[config.mk]
export PLATFORM = sky130hd
export DESIGN_NAME = fetchSequencer
export DESIGN_NICKNAME = d
export VERILOG_FILES = /design/src/design/memPkg.sv /design/src/design/fetchSequencer.sv
export SDC_FILE = /design/constraint.sdc
export NUM_CORES = 1
export LEC_CHECK = 0
export BUFFER_PORTS_ARGS = -buffer_cell sky130_fd_sc_hd__buf_2
export CAP_MARGIN = 20
export CORE_MARGIN = 2
export CORE_UTILIZATION = 50
export DETAILED_ROUTE_END_ITERATION = 10
export PLACE_DENSITY = 0.89
export SLEW_MARGIN = 0
export SYNTH_ARGS = -nofsm -noshare
export SYNTH_HDL_FRONTEND = slang
export SYNTH_SLANG_ARGS = --single-unit
[constraint.sdc]
create_clock -name clk -period 5.7 [get_ports clk]
set_clock_uncertainty 0.05 [all_clocks]
set_input_delay 1.425 -clock clk [delete_from_list [all_inputs] [get_ports clk]]
set_output_delay 1.425 -clock clk [all_outputs]
set_load 0.01 [all_outputs]
[src/design/memPkg.sv]
package memPkg;

    // byte address space of the RAM
    localparam int addrWidth = 17;
    localparam int ramDepth = 1 << addrWidth;

    typedef logic [addrWidth-1:0] addrT;
    typedef logic [7:0] byteT;
    typedef logic [31:0] wordT;

    // access length codes on the data port
    typedef logic [1:0] lenT;

    localparam lenT lenByte = 2'd0;
    localparam lenT lenHalf = 2'd1;
    localparam lenT lenWord = 2'd2;

    // shared by both sequencers
    typedef enum logic [1:0] {
        idle,
        waitGrant,
        access,
        finish
    } seqStateT;

endpackage

[src/design/fetchSequencer.sv]
module fetchSequencer import memPkg::*; (
    input  logic clk,
    input  logic rst,
    input  logic stall,
    input  logic instEn,
    input  addrT instAddr,
    input  logic grant,
    input  byteT readByte,
    output logic req,
    output addrT byteAddr,
    output logic last,
    output logic instDone,
    output wordT instWord
);

    seqStateT state;
    logic [2:0] issueCnt;
    logic [1:0] capCnt;
    logic capPending;
    logic issue;

    // request stays up until all four bytes are out
    assign req = (state == waitGrant) || (state == access && issueCnt != 3'd4);
    assign issue = req && grant;
    assign byteAddr = instAddr + addrT'(issueCnt);
    assign last = issue && (issueCnt == 3'd3);
    assign instDone = (state == finish) && !stall;

    always_ff @(posedge clk) begin
        if (rst) begin
            state <= idle;
            issueCnt <= '0;
            capCnt <= '0;
            capPending <= 1'b0;
        end else if (!stall) begin
            // RAM data for an issued byte shows up one cycle later
            capPending <= issue;
            if (issue) begin
                issueCnt <= issueCnt + 3'd1;
            end
            if (capPending) begin
                capCnt <= capCnt + 2'd1;
            end
            case (state)
                idle: begin
                    if (instEn) begin
                        state <= waitGrant;
                        issueCnt <= '0;
                        capCnt <= '0;
                    end
                end
                waitGrant: begin
                    if (issue) begin
                        state <= access;
                    end
                end
                access: begin
                    if (capPending && capCnt == 2'd3) begin
                        state <= finish;
                    end
                end
                default: state <= idle;
            endcase
        end
    end

    // little-endian, first byte ends up in the low lane
    always_ff @(posedge clk) begin
        if (!stall && capPending) begin
            instWord <= {readByte, instWord[31:8]};
        end
    end

    doneSinglePulse: assert property (@(posedge clk) disable iff (rst)
        instDone |=> !instDone);

endmodule

# After elaboration in Yosys (flattened, before gate mapping)
# Index checks and enable logic that the tools add are counted.
[classes] eq_ne=9 n_bitwise=1 muxes=10 n_addsub=3 n_reduce_logical=10
[op_table] op="adder 17 x 3 -> 17 bit" n=1
[op_table] op="two-way mux 2 bit" n=6
[op_table] op="two-way mux 3 bit" n=3
[op_table] op="equality test 2 bit, second input constant" n=3
[op_table] op="logical AND 1 bit" n=6
[op_table] op="one-hot mux 2 bit (3 select lines)" n=1
[op_table] op="inequality test 2 bit, second input constant" n=2
[op_table] op="AND reduction 4 bit" n=1
[op_table] op="adder 3 x 1 -> 3 bit, second input constant" n=1
[op_table] op="equality test 3 x 2 -> 1 bit, second input constant" n=1
[op_table] op="inequality test 3 bit, second input constant" n=1
[op_table] op="adder 2 x 1 -> 2 bit, second input constant" n=1
[op_table] op="equality test 2 x 1 -> 1 bit, second input constant" n=1
[op_table] op="zero test 2 bit" n=1
[op_table] op="inequality test 2 x 1 -> 1 bit, second input constant" n=1
[op_table] op="zero test 1 bit" n=1
[op_table] op="logical OR 1 bit" n=1
[op_table] op="NOT 1 bit" n=1
[totals] regBits=40 out_inout_bits=52 in_bits=30 word_cells=38

# Depth between registers and ports, before layout
[depth] ltp_word=7 ltp_mapped=6

# Least setup slack after synthesis
# OpenSTA, ideal clock, no wires.
[synth_timing] path_kind="input to output" startpoint="in instAddr[0]" endpoint="out byteAddr[14]" n_path_buf=0 cell_stages=6 arrival_time_ns=2.693 setup_slack_ns=1.532 cell_sequence="ha_1 -> fa_1 -> a21oi_1 -> nor4_4 -> nand3_1 -> xnor2_1"
[synth_between] elab_chain_len=1
[synth_lines] item="start: declaration" line="fetchSequencer.sv:6" source="input addrT instAddr,"
[synth_lines] item="adder 17 x 3 -> 17 bit" line="fetchSequencer.sv:25" source="assign byteAddr = instAddr + addrT'(issueCnt);"
[synth_lines] item="end: declaration" line="fetchSequencer.sv:10" source="output addrT byteAddr,"
# No other way between the ends.

# Final worst setup path
[layout_timing] startpoint="in instAddr[0]" endpoint="out byteAddr[12]"
# Same word-level chain as after synthesis.

==> metrics <==
status finished clean; commonest non-fill, non-tap cell in the layout buf_2; Overall Global Routing Usage 0.169; Setup Total Neg Slack 0 ps; crit path launch type primary input; Vias/cell 4.82; placed insts 257; Mapped Avg Cell Area 14.1 um^2; number of global-route vias before repair 1185; Setup CP Type primary input to output port; root buffer cell clkbuf_4; endpoints failing hold 0; core footprint 3420 um^2; Starting Density 0.536; Die X 64.5 um; CTS Buf Count 5; Max IR drop VDD 0.135 mV; share of cells above drive strength 1 0.452; post-route ant nets 0; Hold Crit Class flop to flop; CP max FO 4; CTS Sinks 40; Max-Cap Viols 0; Area growth syn-to-layout 30.1%; worst r2r src state[1]$_SDFFE_PP0P_; H-tree levels 2; Post-synth top flop edfxtp_1; R2R cell count 6; initial antenna violation count 0; row cnt 21; WHS 403 ps; Final #Nets 260; Post-synth ARST share 0; CTS clk-pin slew, worst paths 120 ps; CP Cell Sequence buf_2 > ha_1 > fa_1 > a21oi_1 > nor4_4 > nand3_1 > xnor2_1 > buf_2; DP HPWL 2.65 mm; pwr/cell area 240 nW/um^2; worst setup path start instAddr[0]; Residual DRC 0; first-pass GRT wire length 5.27 mm; largest stage delay on the critical path 420 ps; Yosys Warn Count 0; CTS Hold Buffers Added 0; Post-CTS Setup Bufs 0; Seq/Total Area, Yosys 0.612; reg2reg end state[0]$_SDFFE_PP0P_; Chip Height 64.5 um; Ant. Diodes 0; grt ovf 0; Setup WS post-layout 1210 ps; Synth Instances 130; CP required 4220 ps; Crit. End Element output port; post-synthesis net count 172; register-to-register setup slack 4020 ps; Final min period 4490 ps; largest net degree at the start of global routing 35; Max Fclk 222 MHz; final core utilization 0.697; leakage power 1.04 nW; Worst Tran Pin Value 880 ps; CP max-delay cell fa_1; post-place setup slack 1210 ps; worst skew pair latency 340 ps; final RePlAce weighted congestion 0.737; port bufs 81; commonest non-fill, non-tap cells in the layout 81 x buf_2, 32 x edfxtp_1, 11 x ha_1, 10 x xnor2_1, 10 x nor2_1; CTS tree yes; Ports 82; 1st-iter DRT viols 55; crit path DAT 3020 ps; Most common cell on crit path buf_2; via count 1278; WL per Instance 12.6 um; PostCTS Resize Cnt 0; distinct cell type count after synthesis 27; non-filler cells, final 265; Slew headroom 0.412; Mapped Area 1830 um^2; Die ar. 4160 um^2; Yosys reg bits 40; RSZ-0062 raised after global routing false; Worst Min Path Start instWord[14]$_DFFE_PP_; drt pass-1 iters 4; Slew Limit Fails 0; CTS max path bufs 2; # fillers 269; Final period util 0.789; routed wire length 3.33 mm; CP Capture Point byteAddr[12]; final setup fails 0; EDFF count, synth 32
power by group:
part	internal, mW	leakage [nW]	total (mW)	switching, mW
Clock	0.0916	0.0428	0.181	0.0898
Combinational	0.0312	0.643	0.0680	0.0368
Sequential	0.319	0.353	0.323	0.00365
registers in the layout, indices dropped and copies added (netlist names):
signal,cells
instWord,32
capCnt,2
issueCnt,3
state,2
capPending,1
logic make-up after synthesis:
family / Yosys count / share of synthesized area
AO/OA/AOI/OAI: 11 / 0.0540
adder cells (fa/ha/maj): 12 / 0.0861
flip-flops: 40 / 0.612
XOR/XNOR: 17 / 0.0813
multiplexers: 4 / 0.0219
buffers and inverters: 5 / 0.0102
AND/OR/NAND/NOR: 41 / 0.135
routing by layer:
layer  routed length, um  share of wire  track usage
met5                   0              0            0
met4                  68          0.020       0.0559
met3                 209          0.063       0.0625
met2                1780           0.54        0.309
met1                1270           0.38        0.180
final cells by class:
type	count	area [um^2]	area share
flip-flops and latches	40	1120	0.471
multi-input cells	85	699	0.294
repair buffers	81	405	0.170
well taps	46	57.6	0.0242
clock inverters	3	42.5	0.0179
clock buffers	5	37.5	0.0158
inverters	5	18.8	0.00788
Yosys cell counts, types with 4 or more instances:
cell type / number / area share
nor2_1: 10 / 0.020
mux2i_1: 4 / 0.022
inv_1: 5 / 0.010
dfxtp_1: 8 / 0.087
nor2b_1: 5 / 0.017
and3_1: 5 / 0.017
a21oi_1: 4 / 0.011
nand2_1: 6 / 0.012
nand3_1: 5 / 0.014
xnor2_1: 10 / 0.048
ha_1: 11 / 0.075
xor2_1: 7 / 0.033
edfxtp_1: 32 / 0.52
worst max-delay path: cells and delay by family:
kind,cells,cell delay [ps]
simple gates,2,220
xor+xnor,1,130
compound gates,1,320
buf+inv,2,250
fa+ha+maj,2,650
how the worst min path moves through the flow:
stage          cells after the start                      end
4_1_cts                            0   instWord[23]$_DFFE_PP_
5_1_grt                            0    instWord[6]$_DFFE_PP_
6_report                           0    instWord[6]$_DFFE_PP_
3_5_place_dp                       0   instWord[23]$_DFFE_PP_
3_3_place_gp                       0   instWord[12]$_DFFE_PP_
2_1_floorplan                      2  capPending$_SDFFE_PP0N_
per-stage QoR:
stage	area, um^2	total power, mW
6_report	2380	0.572
3_5_place_dp	2300	0.398
3_3_place_gp	2300	0.396
4_1_cts	2380	0.575
5_1_grt	2380	0.598
2_1_floorplan	1830	0.367
Note: power is estimated with default switching activity, not from simulation.
