File: src/design/memPkg.sv
package memPkg;

    // byte address space of the RAM
    localparam int addrWidth = 17;
    localparam int ramDepth = 1 << addrWidth;

    typedef logic [addrWidth-1:0] addrT;
    typedef logic [7:0] byteT;
    typedef logic [31:0] wordT;

    // access length codes on the data port
    typedef logic [1:0] lenT;

    localparam lenT lenByte = 2'd0;
    localparam lenT lenHalf = 2'd1;
    localparam lenT lenWord = 2'd2;

    // shared by both sequencers
    typedef enum logic [1:0] {
        idle,
        waitGrant,
        access,
        finish
    } seqStateT;

endpackage

File: src/design/dataSequencer.sv
module dataSequencer import memPkg::*; (
    input  logic clk,
    input  logic rst,
    input  logic stall,
    input  logic dataEn,
    input  logic dataStore,
    input  lenT  dataLen,
    input  addrT dataAddr,
    input  wordT dataWr,
    input  logic grant,
    input  byteT readByte,
    output logic req,
    output addrT byteAddr,
    output logic byteWe,
    output byteT byteWr,
    output logic last,
    output logic dataDone,
    output wordT dataRd
);

    seqStateT state;
    logic [2:0] issueCnt;
    logic [1:0] capCnt;
    logic [2:0] byteCount;
    logic capPending;
    logic issue;
    logic lastCapture;

    always_comb begin
        case (dataLen)
            lenByte: byteCount = 3'd1;
            lenHalf: byteCount = 3'd2;
            lenWord: byteCount = 3'd4;
            default: byteCount = 3'd4;
        endcase
    end

    assign req = (state == waitGrant) || (state == access && issueCnt != byteCount);
    assign issue = req && grant;
    assign byteAddr = dataAddr + addrT'(issueCnt);
    assign byteWe = issue && dataStore;
    assign byteWr = dataWr[{issueCnt[1:0], 3'b000} +: 8];
    assign last = issue && (issueCnt == byteCount - 3'd1);
    assign lastCapture = capPending && ({1'b0, capCnt} + 3'd1 == byteCount);
    assign dataDone = (state == finish) && !stall;

    always_ff @(posedge clk) begin
        if (rst) begin
            state <= idle;
            issueCnt <= '0;
            capCnt <= '0;
            capPending <= 1'b0;
        end else if (!stall) begin
            // only loads wait for read data
            capPending <= issue && !dataStore;
            if (issue) begin
                issueCnt <= issueCnt + 3'd1;
            end
            if (capPending) begin
                capCnt <= capCnt + 2'd1;
            end
            case (state)
                idle: begin
                    if (dataEn) begin
                        state <= waitGrant;
                        issueCnt <= '0;
                        capCnt <= '0;
                    end
                end
                waitGrant: begin
                    // a one byte store is done on its first issue
                    if (last && dataStore) begin
                        state <= finish;
                    end else if (issue) begin
                        state <= access;
                    end
                end
                access: begin
                    if ((last && dataStore) || lastCapture) begin
                        state <= finish;
                    end
                end
                default: state <= idle;
            endcase
        end
    end

    // upper lanes stay zero for short loads
    always_ff @(posedge clk) begin
        if (!stall) begin
            if (state == idle && dataEn) begin
                dataRd <= '0;
            end else if (capPending) begin
                dataRd[{capCnt, 3'b000} +: 8] <= readByte;
            end
        end
    end

    // a write byte never goes past the requested length
    writeOnlyGranted: assert property (@(posedge clk) disable iff (rst)
        byteWe |-> (grant && issueCnt < byteCount));

endmodule

File: config.mk
export PLATFORM = sky130hd
export DESIGN_NAME = dataSequencer
export DESIGN_NICKNAME = d
export VERILOG_FILES = /design/src/design/memPkg.sv /design/src/design/dataSequencer.sv
export SDC_FILE = /design/constraint.sdc
export NUM_CORES = 1
export LEC_CHECK = 0
export BUFFER_PORTS_ARGS = -buffer_cell sky130_fd_sc_hd__buf_4
export CAP_MARGIN = 20
export CORE_AREA = 2 2 79 81
export DETAILED_ROUTE_END_ITERATION = 10
export DIE_AREA = 0 0 81 83
export PLACE_DENSITY = 0.81
export RECOVER_POWER = 100
export SLEW_MARGIN = 5
export SYNTH_ARGS = -nofsm -noshare
export SYNTH_HDL_FRONTEND = slang
export SYNTH_SLANG_ARGS = --single-unit
File: constraint.sdc
create_clock -name clk -period 3 [get_ports clk]
set_input_delay 0.6 -clock clk [delete_from_list [all_inputs] [get_ports clk]]
set_output_delay 0.6 -clock clk [all_outputs]
set_load 0.03 [all_outputs]
After elaboration in Yosys (flattened, before gate mapping)
Cells that the tools add are included.
{ "op_classes": {"n_addsub": 6, "n_eq_ne": 10, "shift": 3, "mux": 14, "n_bitwise": 1, "reduce_logical": 18} }
{ "ops": {"columns": ["op", "n"], "rows": [
  ["bitwise mux 32 bit", 1],
  ["2-to-1 mux 32 bit", 1],
  ["variable shift 8 x 7 -> 32 bit (first input constant)", 1],
  ["variable part select 32 x 6 -> 8 bit", 1],
  ["variable part select 8 x 7 -> 32 bit", 1],
  ["adder 17 x 3 -> 17 bit", 1],
  ["2-to-1 mux 2 bit", 7],
  ["logical AND 1 bit", 9],
  ["2-to-1 mux 3 bit", 3],
  ["negator 5 -> 7 bit", 1],
  ["== test 3 bit", 2],
  ["one-hot mux 2 bit (3 select lines)", 1],
  ["one-hot mux 3 bit (2 select lines)", 1],
  ["== test 2 x 1 -> 1 bit (second input constant)", 2],
  ["== test 2 bit (second input constant)", 2],
  ["logical NOT 2 bit", 2],
  ["AND reduction 4 bit", 1],
  ["adder 2 x 1 -> 3 bit (second input constant)", 1],
  ["adder 3 x 1 -> 3 bit (second input constant)", 1],
  ["!= test 3 x 2 -> 1 bit (second input constant)", 1],
  ["!= test 3 bit", 1],
  ["subtractor 3 x 1 -> 3 bit (second input constant)", 1],
  ["adder 2 x 1 -> 2 bit (second input constant)", 1],
  ["logical NOT 1 bit", 2],
  ["6 further kinds", 7]
]} }
{ "totals": {"register_bits": 40, "in_bits": 65, "out_inout_bits": 61, "elab_cells": 57} }

Longest topological paths before layout
{ "logic_depth": {"ltp_word": 11, "ltp_mapped": 8, "depth_no_buf": 8} }

Least setup slack after synthesis
Ideal clock, no wire load.
{ "synth_timing": {"path_kind": "in2out", "from": "input dataAddr[0]", "to": "output byteAddr[16]", "arrival_time_ps": 2263, "t_required_ps": 2400, "setup_slack_ps": 137, "cell_stages": 8, "n_path_buf": 0, "cell_sequence": "ha_1 > inv_1 > fa_1 > inv_1 > a21o_1 > nand3_1 > nor3_1 > xor2_1"} }
{ "synth_between": {"elab_chain_cells": 1} }
{ "synth_lines": {"columns": ["element", "line", "rtl"], "rows": [
  ["start: declaration", "dataSequencer.sv:8", "input addrT dataAddr,"],
  ["adder 17 x 3 -> 17 bit", "dataSequencer.sv:40", "assign byteAddr = dataAddr + addrT'(issueCnt);"],
  ["end: declaration", "dataSequencer.sv:13", "output addrT byteAddr,"]
]} }
Every way passes these cells.

Worst setup path after layout
Ends and elaborated chain as after synthesis.

==> impl_metrics.tcl <==
set metrics [dict create \
    status "completed" \
    maxSlewViolCount 0 \
    syn-num-nets 370 \
    synthToLayoutAreaGrowth_pct 33.9 \
    power_density_nw_per_um2 406 \
    ys_ff_latch 40 \
    reg2reg_to "dataRd[28]" \
    top_usage_layer "met2" \
    crit_fanout 4 \
    synth.distinct_cells 48 \
    ioPinCount 126 \
    clock_path_buffers 2 \
    min_from "capPending" \
    timing.slew.headroom_pct 12.7 \
    antenna_found_initial 0 \
    r2r-start "capCnt[0]" \
    dr_total_vias 2640 \
    path_class "in -> out" \
    ff2ff_path_depth 5 \
    min_to "capPending" \
    cp_top_family "adder cells" \
    path_cells "buf_4, ha_1, inv_1, fa_1, inv_1, a21o_1, nand3_2, nor3_2, xor2_1, buf_4" \
    use_met3_pct 3.91 \
    syn_inst 290 \
    vdd_ir_drop_max_v 0.000239 \
    post-cts-setup-buffers 0 \
    globalplace.congestion 0.858 \
    min_period_over_period_pct 94.0 \
    syn_area_sq_um 2760 \
    setup-tns-final_ns 0 \
    grt_pass1_vias 2659 \
    cpPeakStageDelay_ns 0.40 \
    avgSynthCellArea_sq_um 9.52 \
    cts_tree "done" \
    yosysTopAreaCell "edfxtp_1" \
    grt.met1_usage_pct 27.7 \
    firstDrtPassIters 4 \
    power.leakage_nw 1.46 \
    antenna_cells 0 \
    die-area_sq_um 6720 \
    setup_violations 0 \
    grt_usage_pct 22.6 \
    cts_sinks 40 \
    crit_required_ns 2.40 \
    holdWs_ns 0.538 \
    hold_viol 0 \
    grt_max_degree 36 \
    die_w_um 81 \
    htree_levels 2 \
    grt_overflow 0 \
    path_clk_slew_ns 0.08 \
    rsz0062_at_grt "false" \
    post_drt_wl_per_cell_um 15.0 \
    num-fill-cells 558 \
    worst-path-buf-inv 4 \
    synth.area.top_cells "edfxtp_1, nor2b_1, a21oi_1, mux4_2, ha_1" \
    start_util_pct 47.5 \
    whs_path_depth 2 \
    synth_top_area_share_pct 34.8 \
    ys.warnings.count 0 \
    cpMaxStageDelayCell "fa_1" \
    route.detailed.drc 0 \
    start_kind "input pin" \
    drtIter0Drc 189 \
    arrival_ns 2.22 \
    wirelength_um 7450 \
    drive_gt1_share_pct 23.7 \
    drv_cap 0 \
    regToRegSetupSlack_ns 0.33 \
    core-area_sq_um 5820 \
    cts_root_buf "clkbuf_8" \
    finalPower_mw 1.50 \
    cts_resized 0 \
    min_period_ns 2.82 \
    yosysSeqAreaShare_pct 40.6 \
    vias_per_cell 5.31 \
    grt_use_met2_pct 39.2 \
    drt.antenna.violating_nets 0 \
    cts_buffers 5 \
    die_height_um 83 \
    skew_ns 0.00971 \
    clk-insertion-delay-late_ns 0.29 \
    num_rows 28 \
    portBuffers 125 \
    worst_slew_pin_slew_ns 1.29 \
    max_freq_ghz 0.355 \
    worst_hold_path_type "reg -> reg" \
    grt_pass1_wl_um 12200 \
    cts_hold_buf 0 \
    nets 501 \
    critPathCaptureType "primary output" \
    hpwl_um 5840 \
]
-- area by class of cell --
cell class                      count  area [sq um]  share of cell area [%]
Clock inverter                      3          18.8                   0.508
Sequential cell                    40          1120                    30.4
Multi-Input combinational cell    222          1540                    41.6
Timing Repair Buffer              133           783                    21.2
Tap cell                           75          93.8                    2.54
Inverter                           19          71.3                    1.93
Clock buffer                        5          68.8                    1.86
-- metal layers --
| metal | vias to the layer above | wire [um] | part of all wire (%) |
|---|---|---|---|
| met1 | 1250 | 2870 | 38 |
| met2 | 80 | 4060 | 55 |
| met5 | - | 0 | 0 |
| met3 | 15 | 380 | 5.1 |
| li1 | 1295 | - | - |
| met4 | 0 | 138 | 1.9 |
-- registers in the layout, summed over array words and instances, names as in the netlist --
name and count:
state 2, dataRd 32, capPending 1, capCnt 2
issueCnt 3
-- worst max-delay path by stage --
stage | cells after the start | endpoint | slack [ns] | startpoint
after floorplan | 8 | byteAddr[16] | 0.14 | dataAddr[0]
after detailed placement | 10 | byteAddr[16] | 0.09 | dataAddr[0]
after global routing | 10 | byteAddr[16] | 0.02 | dataAddr[0]
after global placement | 10 | byteAddr[16] | 0.16 | dataAddr[0]
after CTS | 8 | byteAddr[16] | 0.02 | issueCnt[1]
final | 10 | byteAddr[16] | 0.18 | dataAddr[0]
-- power by group --
part / leakage [nW] / switching [mW] / internal [mW]
sequential: 0.370 / 0.0229 / 0.662
combinational: 1.06 / 0.302 / 0.167
clock: 0.0378 / 0.189 / 0.161
total: 1.46 / 0.514 / 0.989
-- kinds of logic (layout without fill, tap and decap cells) --
logic type               Yosys count  after routing  synth area share, %
buffers and inverters             28            160                 3.85
multiplexers                       8              8                 6.52
AND/OR/NAND/NOR                  126            126                 24.6
AO/OA/AOI/OAI                     58             58                 12.6
flip-flops                        40             40                 40.6
XOR/XNOR                          15             15                 4.76
adder cells (fa/ha/maj)           15             15                 7.07
-- cell usage after synthesis, drive strengths merged --
library cell   n
nor4b          1
a41o           1
edfxtp        32
o21a           1
fa             1
nor2b         33
buf            3
o211ai         1
a211oi         1
a311oi         2
nand4b         2
clkbuf         6
and2           2
a21o           2
xnor2         11
nor4           1
inv           19
nand4bb        2
a21oi         38
nor4bb         1
nand3          6
xor2           4
nor3           5
and4           1
and3           1
o41ai          1
and3b          1
dfxtp          8
or4b           2
or4            2
nand2         14
a31oi          3
nor2          43
o221ai         1
or3            2
mux4           8
nand3b         2
ha            14
o31ai          1
o21ai          5
nand4          2
a32oi          1
nand2b         3
-- tightest hold or removal path, delay by kind of cell (launching register included) --
| kind | cells | cell delay [ns] |
|---|---|---|
| AOI/OAI and AO/OA | 1 | 0.05 |
| DFF | 1 | 0.36 |
| and+or+nand+nor | 1 | 0.09 |
-- cells in the final DEF, fill, tap and decap left out, types with 5 or more instances in the layout --
| cell type | netlist | final |
|---|---|---|
| inv_1 | 16 | 17 |
| clkbuf_8 | 0 | 5 |
| dfxtp_1 | 8 | 7 |
| nor2_1 | 43 | 43 |
| nand2_1 | 14 | 14 |
| buf_4 | 0 | 75 |
| nor2b_1 | 33 | 33 |
| mux4_2 | 8 | 8 |
| xnor2_1 | 11 | 11 |
| nand3_1 | 6 | 5 |
| edfxtp_1 | 32 | 32 |
| clkbuf_1 | 6 | 56 |
| ha_1 | 14 | 14 |
| a21oi_1 | 38 | 38 |
-- through the flow --
step | cell area (sq um) | util (%) | setup WS, ns | cells
after floorplan | 2760 | - | 0.137 | 290
after global placement | 3810 | 65.5 | 0.156 | 488
after global routing | 3700 | 63.6 | 0.0216 | 497
final | 3700 | 63.6 | 0.181 | 497
after detailed placement | 3840 | 66.0 | 0.0944 | 489
after CTS | 3930 | 67.5 | 0.0193 | 497
No activity file was read; power rests on OpenSTA's default activity.
