**src/design/memPkg.sv**
```systemverilog
package memPkg;

    // byte address space of the RAM
    localparam int addrWidth = 17;
    localparam int ramDepth = 1 << addrWidth;

    typedef logic [addrWidth-1:0] addrT;
    typedef logic [7:0] byteT;
    typedef logic [31:0] wordT;

    // access length codes on the data port
    typedef logic [1:0] lenT;

    localparam lenT lenByte = 2'd0;
    localparam lenT lenHalf = 2'd1;
    localparam lenT lenWord = 2'd2;

    // shared by both sequencers
    typedef enum logic [1:0] {
        idle,
        waitGrant,
        access,
        finish
    } seqStateT;

endpackage

```
**src/design/ramPortArbiter.sv**
```systemverilog
module ramPortArbiter import memPkg::*; (
    input  logic clk,
    input  logic rst,
    input  logic stall,
    input  logic instReq,
    input  addrT instByteAddr,
    input  logic instLast,
    input  logic dataReq,
    input  addrT dataByteAddr,
    input  logic dataByteWe,
    input  byteT dataByteWr,
    input  logic dataLast,
    output logic instGrant,
    output logic dataGrant,
    output logic ramEn,
    output logic ramWe,
    output addrT ramAddr,
    output byteT ramWr
);

    logic locked;
    logic ownerData;
    logic holderLast;

    // free port goes to data first and a locked port stays with its owner
    always_comb begin
        if (locked) begin
            dataGrant = ownerData;
            instGrant = !ownerData;
        end else begin
            dataGrant = dataReq;
            instGrant = instReq && !dataReq;
        end
    end

    assign holderLast = dataGrant ? dataLast : (instGrant && instLast);

    always_ff @(posedge clk) begin
        if (rst) begin
            locked <= 1'b0;
            ownerData <= 1'b0;
        end else if (!stall) begin
            if (locked) begin
                if (holderLast) begin
                    locked <= 1'b0;
                end
            end else if ((dataGrant || instGrant) && !holderLast) begin
                locked <= 1'b1;
                ownerData <= dataGrant;
            end
        end
    end

    assign ramEn = !stall;
    assign ramWe = dataGrant && dataByteWe;
    assign ramAddr = dataGrant ? dataByteAddr : instByteAddr;
    assign ramWr = dataByteWr;

    // a locked grant belongs to a port that still has bytes to issue
    grantHeldByRequester: assert property (@(posedge clk) disable iff (rst)
        locked |-> (ownerData ? dataReq : instReq));

endmodule

```
**config.mk**
```make
export PLATFORM = sky130hd
export DESIGN_NAME = ramPortArbiter
export DESIGN_NICKNAME = d
export VERILOG_FILES = /design/src/design/memPkg.sv /design/src/design/ramPortArbiter.sv
export SDC_FILE = /design/constraint.sdc
export NUM_CORES = 1
export LEC_CHECK = 0
export BUFFER_PORTS_ARGS = -buffer_cell sky130_fd_sc_hd__buf_4
export CAP_MARGIN = 20
export CORE_MARGIN = 3
export CORE_UTILIZATION = 28
export DETAILED_ROUTE_END_ITERATION = 8
export PLACE_DENSITY = 0.85
export SLEW_MARGIN = 5
export SYNTH_ARGS = -nofsm -noshare
export SYNTH_HDL_FRONTEND = slang
export SYNTH_SLANG_ARGS = --single-unit
export TNS_END_PERCENT = 1
```
**constraint.sdc**
```tcl
create_clock -name clk -period 4.44 [get_ports clk]
set_input_delay 0.888 -clock clk [delete_from_list [all_inputs] [get_ports clk]]
set_output_delay 0.888 -clock clk [all_outputs]
set_load 0.05 [all_outputs]
```
# ---- Yosys cells after proc, flatten, opt, wreduce, memory -nomap -nowiden
# Cells that the tools add are included.
# Widths: inputs -> output; s select.
dict set report totals {
  register_bits 2
  in_bits 50
  out_inout_bits 29
  wordCells 21
}
dict set report op_classes {
  mux 7
  n_bitwise 2
  reduce_logical 10
}
# operator n
set ops {}
lappend ops {{$mux 17} 1}
lappend ops {{$mux 1} 6}
lappend ops {{$logic_and 1x1->1} 4}
lappend ops {{$logic_not 1->1} 4}
lappend ops {{$reduce_and 3->1} 1}
lappend ops {{$not 1->1} 2}
lappend ops {{$logic_or 1x1->1} 1}

# ---- Longest topological paths before layout
# Gate-level depths: netlist (run 1).
dict set report depth {
  depth_word 9
  mapped_depth 3
  ltp_nobuf 3
}

# ---- Worst setup path after synthesis (run 1)
# OpenSTA, ideal clock, no wires.
dict set report synth_timing {
  kind {in2out}
  start {in dataReq}
  end {out instGrant}
  arrival_ps 1839
  t_required_ps 3552
  setup_slack_ps 1713
  stages 2
  path_buffers 0
  cell_sequence {nand2b_1 -> mux2i_1}
}
dict set report synth_via {
  elab_chain_len 3
}
# element line
set synth_rtl {}
lappend synth_rtl {{start, declared} ramPortArbiter.sv:8} ;# input logic dataReq,
lappend synth_rtl {{$logic_not 1->1} ramPortArbiter.sv:32} ;# instGrant = instReq && !dataReq;
lappend synth_rtl {{$logic_and 1x1->1} ramPortArbiter.sv:32}
lappend synth_rtl {{$mux 1} ramPortArbiter.sv:27} ;# if (locked) begin
lappend synth_rtl {{end, declared} ramPortArbiter.sv:13} ;# output logic instGrant,
# Every way passes these cells.

# ---- Worst setup path after layout (run 1)
dict set report layout_timing {
  start {in dataReq}
  end {out ramAddr[0]}
}
dict set report layout_via {
  elab_chain_len 2
}
# element line
set layout_rtl {}
lappend layout_rtl {{$mux 1} ramPortArbiter.sv:27}
lappend layout_rtl {{$mux 17} ramPortArbiter.sv:56} ;# assign ramAddr = dataGrant ? dataByteAddr : instByteAddr;
lappend layout_rtl {{end, declared} ramPortArbiter.sv:17} ;# output addrT ramAddr,
# Every way passes these cells.

==> key figures, run 1 <==
STA
  – Total count of max-transition violations in the final report: 0
  – Final number of setup-violating endpoints: 0
  – Timing-limited maximum frequency: 320.6 MHz
  – Worst Tran Pin Value: 758.0 ps
  – Summed negative setup slack over all endpoints: 0 ps
  – Post-layout minimum cycle time: slightly above 3000 ps
  – Worst max-slew margin expressed relative to the limit: 48.39%
  – Worst clock skew: 3.432 ps
  – Number of hold violations in the final report: 0
  – Unrepaired setup endpoints after global routing: false
  – Final worst-path cycle share: 70.25%

Pwr
  – Cell internal power dissipation: 0.0001174 W
  – Share of total power in combinational logic: 70.9%
  – Portion of total power attributed to sequential cells: about 10%
  – Share of total power in the clock network: 19.0%
  – Leakage power: ~0.48 nW
  – Sw frac: 46.07%
  – Pwr Density: about 240 nW/µm²
  – Largest voltage drop on the vdd net: between 0.1 and 0.15 mV
  – Switching pwr: 0.0001002 W

Global route
  – Remaining Overflow, GRT: 0
  – Number of global-route vias before repair: 502
  – First-pass GRT wire length: 1938 µm
  – Global-route total usage across every layer: 13.17%
  – Initial antenna violation count: 0
  – Largest net degree at the start of global routing: 20

Worst setup path
  – WP data arrival: around 2200 ps
  – Slowest cell on crit path: sky130_fd_sc_hd__mux2i_4
  – Minimum setup slack among reg-to-reg paths: 3290 ps
  – Type of destination of the critical path: output pin
  – Destination of the critical timing path: ramAddr[0]
  – Required arrival time at the worst endpoint: approximately 3600 ps
  – Most used cell along the critical path: sky130_fd_sc_hd__buf_4
  – Critical path peak fanout: 19
  – Highest cell delay on the worst timing path: 600 ps
  – Source of the critical timing path: dataReq
  – Critical path start-end classification: primary input to output pin
  – Cell breakdown of the critical path: buf_4 -> mux2i_4 -> mux2_2 -> buf_4
  – Cell count of the worst reg-to-reg path: 3
  – Reg-to-reg startpoint: ownerData
  – Endpoint of the worst register-to-register path: locked
  – Critical path startpoint category: primary input

Finish
  – Final design instance area without fill: 892.1 µm²
  – Total Nets Final: 153
  – Core Util, Final: 63.04%
  – Number of antenna cells inserted: 0
  – Share of cells above drive strength 1: 82.18%
  – Synth-to-layout area growth: 95.34%
  – Post-route insts no fill: ~120

Synthesis
  – Share of async-settable or async-resettable flops after synthesis: 0%
  – Post-synth design cell area: ~460 µm²
  – Leading post-synthesis cells by instance count: sky130_fd_sc_hd__mux2_2 (9), sky130_fd_sc_hd__buf_4 (8), sky130_fd_sc_hd__mux2_4 (8)
  – Net count of the mapped netlist: 95
  – Area share of and/or/nand/nor cells after synthesis: a little under a tenth
  – Top cells by area, synth: sky130_fd_sc_hd__mux2_4 (26%), sky130_fd_sc_hd__mux2_2 (22%), sky130_fd_sc_hd__buf_4 (13%), sky130_fd_sc_hd__dfxtp_1 (8.8%), sky130_fd_sc_hd__mux2i_1 (6.6%)
  – Share of the synthesized area in the top cell type: a little over a quarter
  – Number of synthesized flops with an enable pin: 0
  – Dominant combinational cell family by area after synthesis: multiplexers
  – Library cell with the largest summed area after synthesis: sky130_fd_sc_hd__mux2_4
  – Flop and latch count out of synthesis: 2
  – Post-Syn Instances: 45
  – Yosys warnings: 0
  – Ys flop type: sky130_fd_sc_hd__dfxtp_1
  – Proportion of synthesized area in mux cells: approximately three fifths
  – Yosys cell types: 17
  – Most frequently used cell type in the post-synthesis netlist: sky130_fd_sc_hd__mux2_2
  – Adder-Cell Fraction of Synth Area: 0%
  – Parity-gate share of the synthesized area counting xor and xnor cells: 0%
  – Sequential cell area fraction in the yosys report: 8.767%
  – Compound-Gate Fraction of Synth Area: 4.110%
  – Post-Synthesis Mean Instance Area: roughly 10 µm²

CTS
  – CTS root buffer: sky130_fd_sc_hd__clkbuf_4
  – Clock transition time at the flip-flop clock pins of the worst setup and hold paths: roughly 30 ps
  – Largest buffer count on any clock path: 2
  – Clock tree from TritonCTS: built
  – Clk Latency, worst-skew pair: 230 ps
  – Level count of the clock H-tree: 1
  – Post-CTS setup repair buffer count: 0
  – Number of hold buffers added after CTS: 0
  – CTS resizes: 0
  – Number of buffers inserted during clock tree synthesis: 3
  – Number of clock sinks: 2

Routing
  – Average wire per cell in the routed design: 13.31 µm
  – Number of design rule violations left after detail routing: 0
  – Vias post-DR: a little over 500
  – Number of vias per cell after detailed routing: approximately 4.5
  – Total detailed-routing wirelength: 1544 µm
  – Count of TritonRoute iterations in the first routing pass: 2
  – Count of antenna-violating nets left after detailed routing: 0
  – Number of DRC violations after detailed-routing iteration 0: 2

Floorplanning
  – Die width: 46.39 µm
  – FP Rows: 13
  – Number of top-level pins: 79
  – Effective utilization at floorplan: about a third
  – Die Height: 46.39 µm
  – Core footprint: 1415 µm²
  – Full die area: 2152 µm²

Job
  – Number of max-cap violations: 0

Placed design
  – Final estimated routing congestion in global placement: 0.6825
  – Count of buffers from port buffering: 62
  – Detailed placer's ending HPWL: 1339 µm
  – Post-DP Area: roughly 870 µm²
  – Number of instances in the placed design: 113

Worst hold path
  – Tightest Hold Check Type: flop to flop

Status
  – Outcome: finished, final reports clean
==> stage by stage <==
| stage | worst slack (ps) | total power (W) | hold WS [ps] |
|---|---|---|---|
| 6_report | 1321 | 0.0002176 | 559.0 |
| 5_1_grt | 1240 | 0.0002286 | 615.5 |
| 4_1_cts | 1309 | 0.0002211 | 563.2 |
| 3_5_place_dp | 1311 | 0.0001775 | 560.0 |
| 3_3_place_gp | 1338 | 0.0001756 | 559.6 |
| 2_1_floorplan | 1713 | 0.0001420 | 523.9 |
==> worst max-delay path, delay by kind of cell <==
family / cells / cell delay, ps
mux: 2 / 1020
buf+inv: 2 / 320
==> worst min-delay path by stage <==
stage          cells past startpoint  startpoint         to
5_1_grt                            2   ownerData  ownerData
3_5_place_dp                       2   ownerData  ownerData
6_report                           2   ownerData  ownerData
2_1_floorplan                      2   ownerData  ownerData
3_3_place_gp                       2   ownerData  ownerData
4_1_cts                            2   ownerData  ownerData
==> sequential cells by signal (all words and copies together) (netlist names) <==
signal,flops
locked,1
ownerData,1
==> power groups by stage <==
stage               registers, W  clock network [W]  logic (W)
CTS                    0.0000219          0.0000437   0.000156
floorplan              0.0000219                  0   0.000120
detailed placement     0.0000222                  0   0.000155
global route           0.0000222          0.0000451   0.000161
global placement       0.0000221                  0   0.000153
finish                 0.0000220          0.0000414   0.000154
==> cells in the final DEF, fill, tap and decap left out, drive strengths merged <==
| cell | count |
|---|---|
| nor3 | 2 |
| inv | 3 |
| a21oi | 1 |
| nor2 | 1 |
| nor3b | 1 |
| clkbuf | 3 |
| buf | 62 |
| o21ai | 1 |
| dfxtp | 2 |
| nand2b | 1 |
| mux2 | 17 |
| nor2b | 1 |
| a2111oi | 1 |
| mux2i | 4 |
| and2b | 1 |
==> cells by family (layout without fill, tap and decap cells) <==
kind of cell,Yosys count,after routing
buf+inv,12,68
compound gates,3,3
flops,2,2
simple gates,7,7
mux,21,21
==> cell type report <==
type	instances	area [µm²]
repair buffers	62	465.4
fillers	115	523.0
multi-input cells	31	334.1
clock buffers	3	22.52
inverters	3	11.26
well taps	15	18.77
flip-flops and latches	2	40.04
==> metal layers <==
layer | track usage (%) | part of all wire (%)
met1 | 9.382 | 26
met2 | 27.20 | 65
met3 | 3.125 | 8.3
met4 | 10.80 | 0.32
met5 | 0 | 0
No activity file was read; power rests on OpenSTA's default activity.
==> inputs of run 2 (changes only) <==
- CORE_UTILIZATION: 28 -> 26
- PLACE_DENSITY: 0.85 -> 0.8
- clock period: 4.44 -> 3.1 ns (I/O delays scaled with it)
==> key figures, run 2 (synthesis gave the netlist of run 1 again) <==
STA
  – Worst Tran Pin Value: 320.5 ps (-437.5 ps)
  – Final worst-path cycle share: between 70% and 80%
  – Unrepaired setup endpoints after global routing: false
  – Summed negative setup slack over all endpoints: 0 ps (unchanged)
  – Timing-limited maximum frequency: 422.3 MHz
  – Number of hold violations in the final report: 0 (unchanged)
  – Total count of max-transition violations in the final report: 0 (unchanged)
  – Worst max-slew margin expressed relative to the limit: 78.08% (+30 points)
  – Final number of setup-violating endpoints: 0 (unchanged)
  – Post-layout minimum cycle time: 2368 ps
  – Final hold slack: 558.1 ps (-0.8630 ps)
  – Worst clock skew: 4.752 ps (+1.320 ps)

Finish
  – Leading cell type in the layout, fill and taps excluded: sky130_fd_sc_hd__buf_4
  – Share of cells above drive strength 1: 82.35% (+0.17 points)
  – Fill cells: 142 (+23%)
  – Largest registers: locked x1, ownerData x1
  – Core Util, Final: 57.14% (-5.9 points)
  – Total Nets Final: 154 (+0.65%)
  – Number of antenna cells inserted: 0 (unchanged)
  – Commonest non-fill, non-tap cells in the layout: sky130_fd_sc_hd__buf_4 (63), sky130_fd_sc_hd__mux2_2 (9), sky130_fd_sc_hd__mux2_4 (8)
  – Synth-to-layout area growth: 97.26%

CTS
  – Largest buffer count on any clock path: 2 (unchanged)
  – Clk Latency, worst-skew pair: 230 ps (about the same)
  – Level count of the clock H-tree: 1 (unchanged)
  – Post-CTS setup repair buffer count: 0 (unchanged)
  – Clock transition time at the flip-flop clock pins of the worst setup and hold paths: 30 ps (about the same)
  – CTS resizes: 0 (unchanged)
  – Number of hold buffers added after CTS: 0 (unchanged)
  – CTS root buffer: sky130_fd_sc_hd__clkbuf_4
  – Number of buffers inserted during clock tree synthesis: 3 (unchanged)
  – Number of clock sinks: 2 (unchanged)
  – Clock tree from TritonCTS: built

Floorplanning
  – Full die area: 2295 µm² (+6.7%)
  – Die Height: 47.91 µm (+3.3%)
  – Effective utilization at floorplan: 28.97% (-3.3 points)
  – Die width: 47.91 µm (+3.3%)
  – Core footprint: 1577 µm² (+11%)
  – FP Rows: 14 (+1)
  – Number of top-level pins: 79 (unchanged)

Worst setup path
  – Source of the critical timing path: locked
  – Reg-to-reg startpoint: ownerData
  – Most used cell along the critical path: sky130_fd_sc_hd__buf_4
  – Critical path peak fanout: 19 (unchanged)
  – Type of destination of the critical path: output pin
  – Kind of cell with the highest combined delay on the critical path: multiplexers
  – Highest cell delay on the worst timing path: 420 ps (-180 ps)
  – Cell breakdown of the critical path: mux2i_4 -> buf_4 -> mux2_2 -> buf_4
  – Critical path startpoint category: flop
  – Minimum setup slack among reg-to-reg paths: 1920 ps (-1370 ps)
  – Combined buffer and inverter count along the critical path: 2 (unchanged)
  – Critical path start-end classification: flop to output pin
  – Slowest cell on crit path: sky130_fd_sc_hd__dfxtp_1
  – Required arrival time at the worst endpoint: 2480 ps (-1070 ps)
  – WP data arrival: 1750 ps (-480 ps)

Worst hold path
  – Tightest Hold Check Type: primary input to flop
  – Hold Crit Start: rst

Pwr
  – Largest voltage drop on the vdd net: 0.1691 mV (+35%)
  – Leakage power: 0.4882 nW (+0.98%)
  – Pwr Density: 346.9 nW/µm² (+42%)

Global route
  – Number of global-route vias before repair: 490 (-2.4%)
  – Largest net degree at the start of global routing: 20 (unchanged)
  – Initial antenna violation count: 0 (unchanged)
  – Remaining Overflow, GRT: 0 (unchanged)
  – First-pass GRT wire length: 1994 µm (+2.9%)
  – Global-route total usage across every layer: 12.72% (-0.45 points)

Routing
  – Count of TritonRoute iterations in the first routing pass: 4 (+2)
  – Average wire per cell in the routed design: 13.39 µm (+0.60%)
  – Total detailed-routing wirelength: 1580 µm (+2.3%)
  – Number of design rule violations left after detail routing: 0 (unchanged)
  – Number of vias per cell after detailed routing: 4.686 (+4.9%)
  – Vias post-DR: 553 (+6.8%)
  – Number of DRC violations after detailed-routing iteration 0: 2 (unchanged)
  – Count of antenna-violating nets left after detailed routing: 0 (unchanged)

Placed design
  – Count of buffers from port buffering: 62 (unchanged)
  – Detailed placer's ending HPWL: 1409 µm (+5.3%)
  – Final estimated routing congestion in global placement: 0.8044 (+18%)

Job
  – Number of max-cap violations: 0 (unchanged)

Status
  – Outcome: finished, final reports clean
## run 2: layer usage
layer  up-vias  wire, µm  global-route usage [%]
met1       246       467                   11.35
met3         4       122                   4.887
met4         0        14                   9.140
li1        269         -                       -
met2        34       975                   22.96
met5         -         0                       0
## run 2: layout make-up
type	instances	area (µm²)	area share, %
Sequential cell	2	40.04	4.444
Multi-Input combinational cell	31	334.1	37.08
Clock buffer	3	22.52	2.500
Tap cell	16	20.02	2.222
Inverter	3	11.26	1.250
Timing Repair Buffer	63	473.0	52.50
## run 2: through the flow
stage	instances	total power, W	setup slack (ps)	cell area (µm²)
floorplan	45	0.0002033	909.5	456.7
detailed placement	115	0.0002562	740.8	878.3
finish	118	0.0003125	732.3	900.9
global route	118	0.0003313	659.0	900.9
CTS	118	0.0003187	708.2	900.9
global placement	115	0.0002530	763.8	878.3
## run 2: final timing paths
path,endpoint,cells after the start
setup reg to reg,locked,3
hold reg to reg,ownerData,2
setup / recovery,ramAddr[0],4
hold / removal,ownerData,2
## run 2: power by group
| part | switching, W | internal [W] | total (W) | leakage [nW] |
|---|---|---|---|---|
| Sequential | 0.00000363 | 0.0000280 | 0.0000316 | 0.0164 |
| Combinational | 0.000124 | 0.0000983 | 0.000223 | 0.458 |
| Clock | 0.0000155 | 0.0000428 | 0.0000583 | 0.0138 |
| Total | 0.000143 | 0.000169 | 0.000313 | 0.488 |
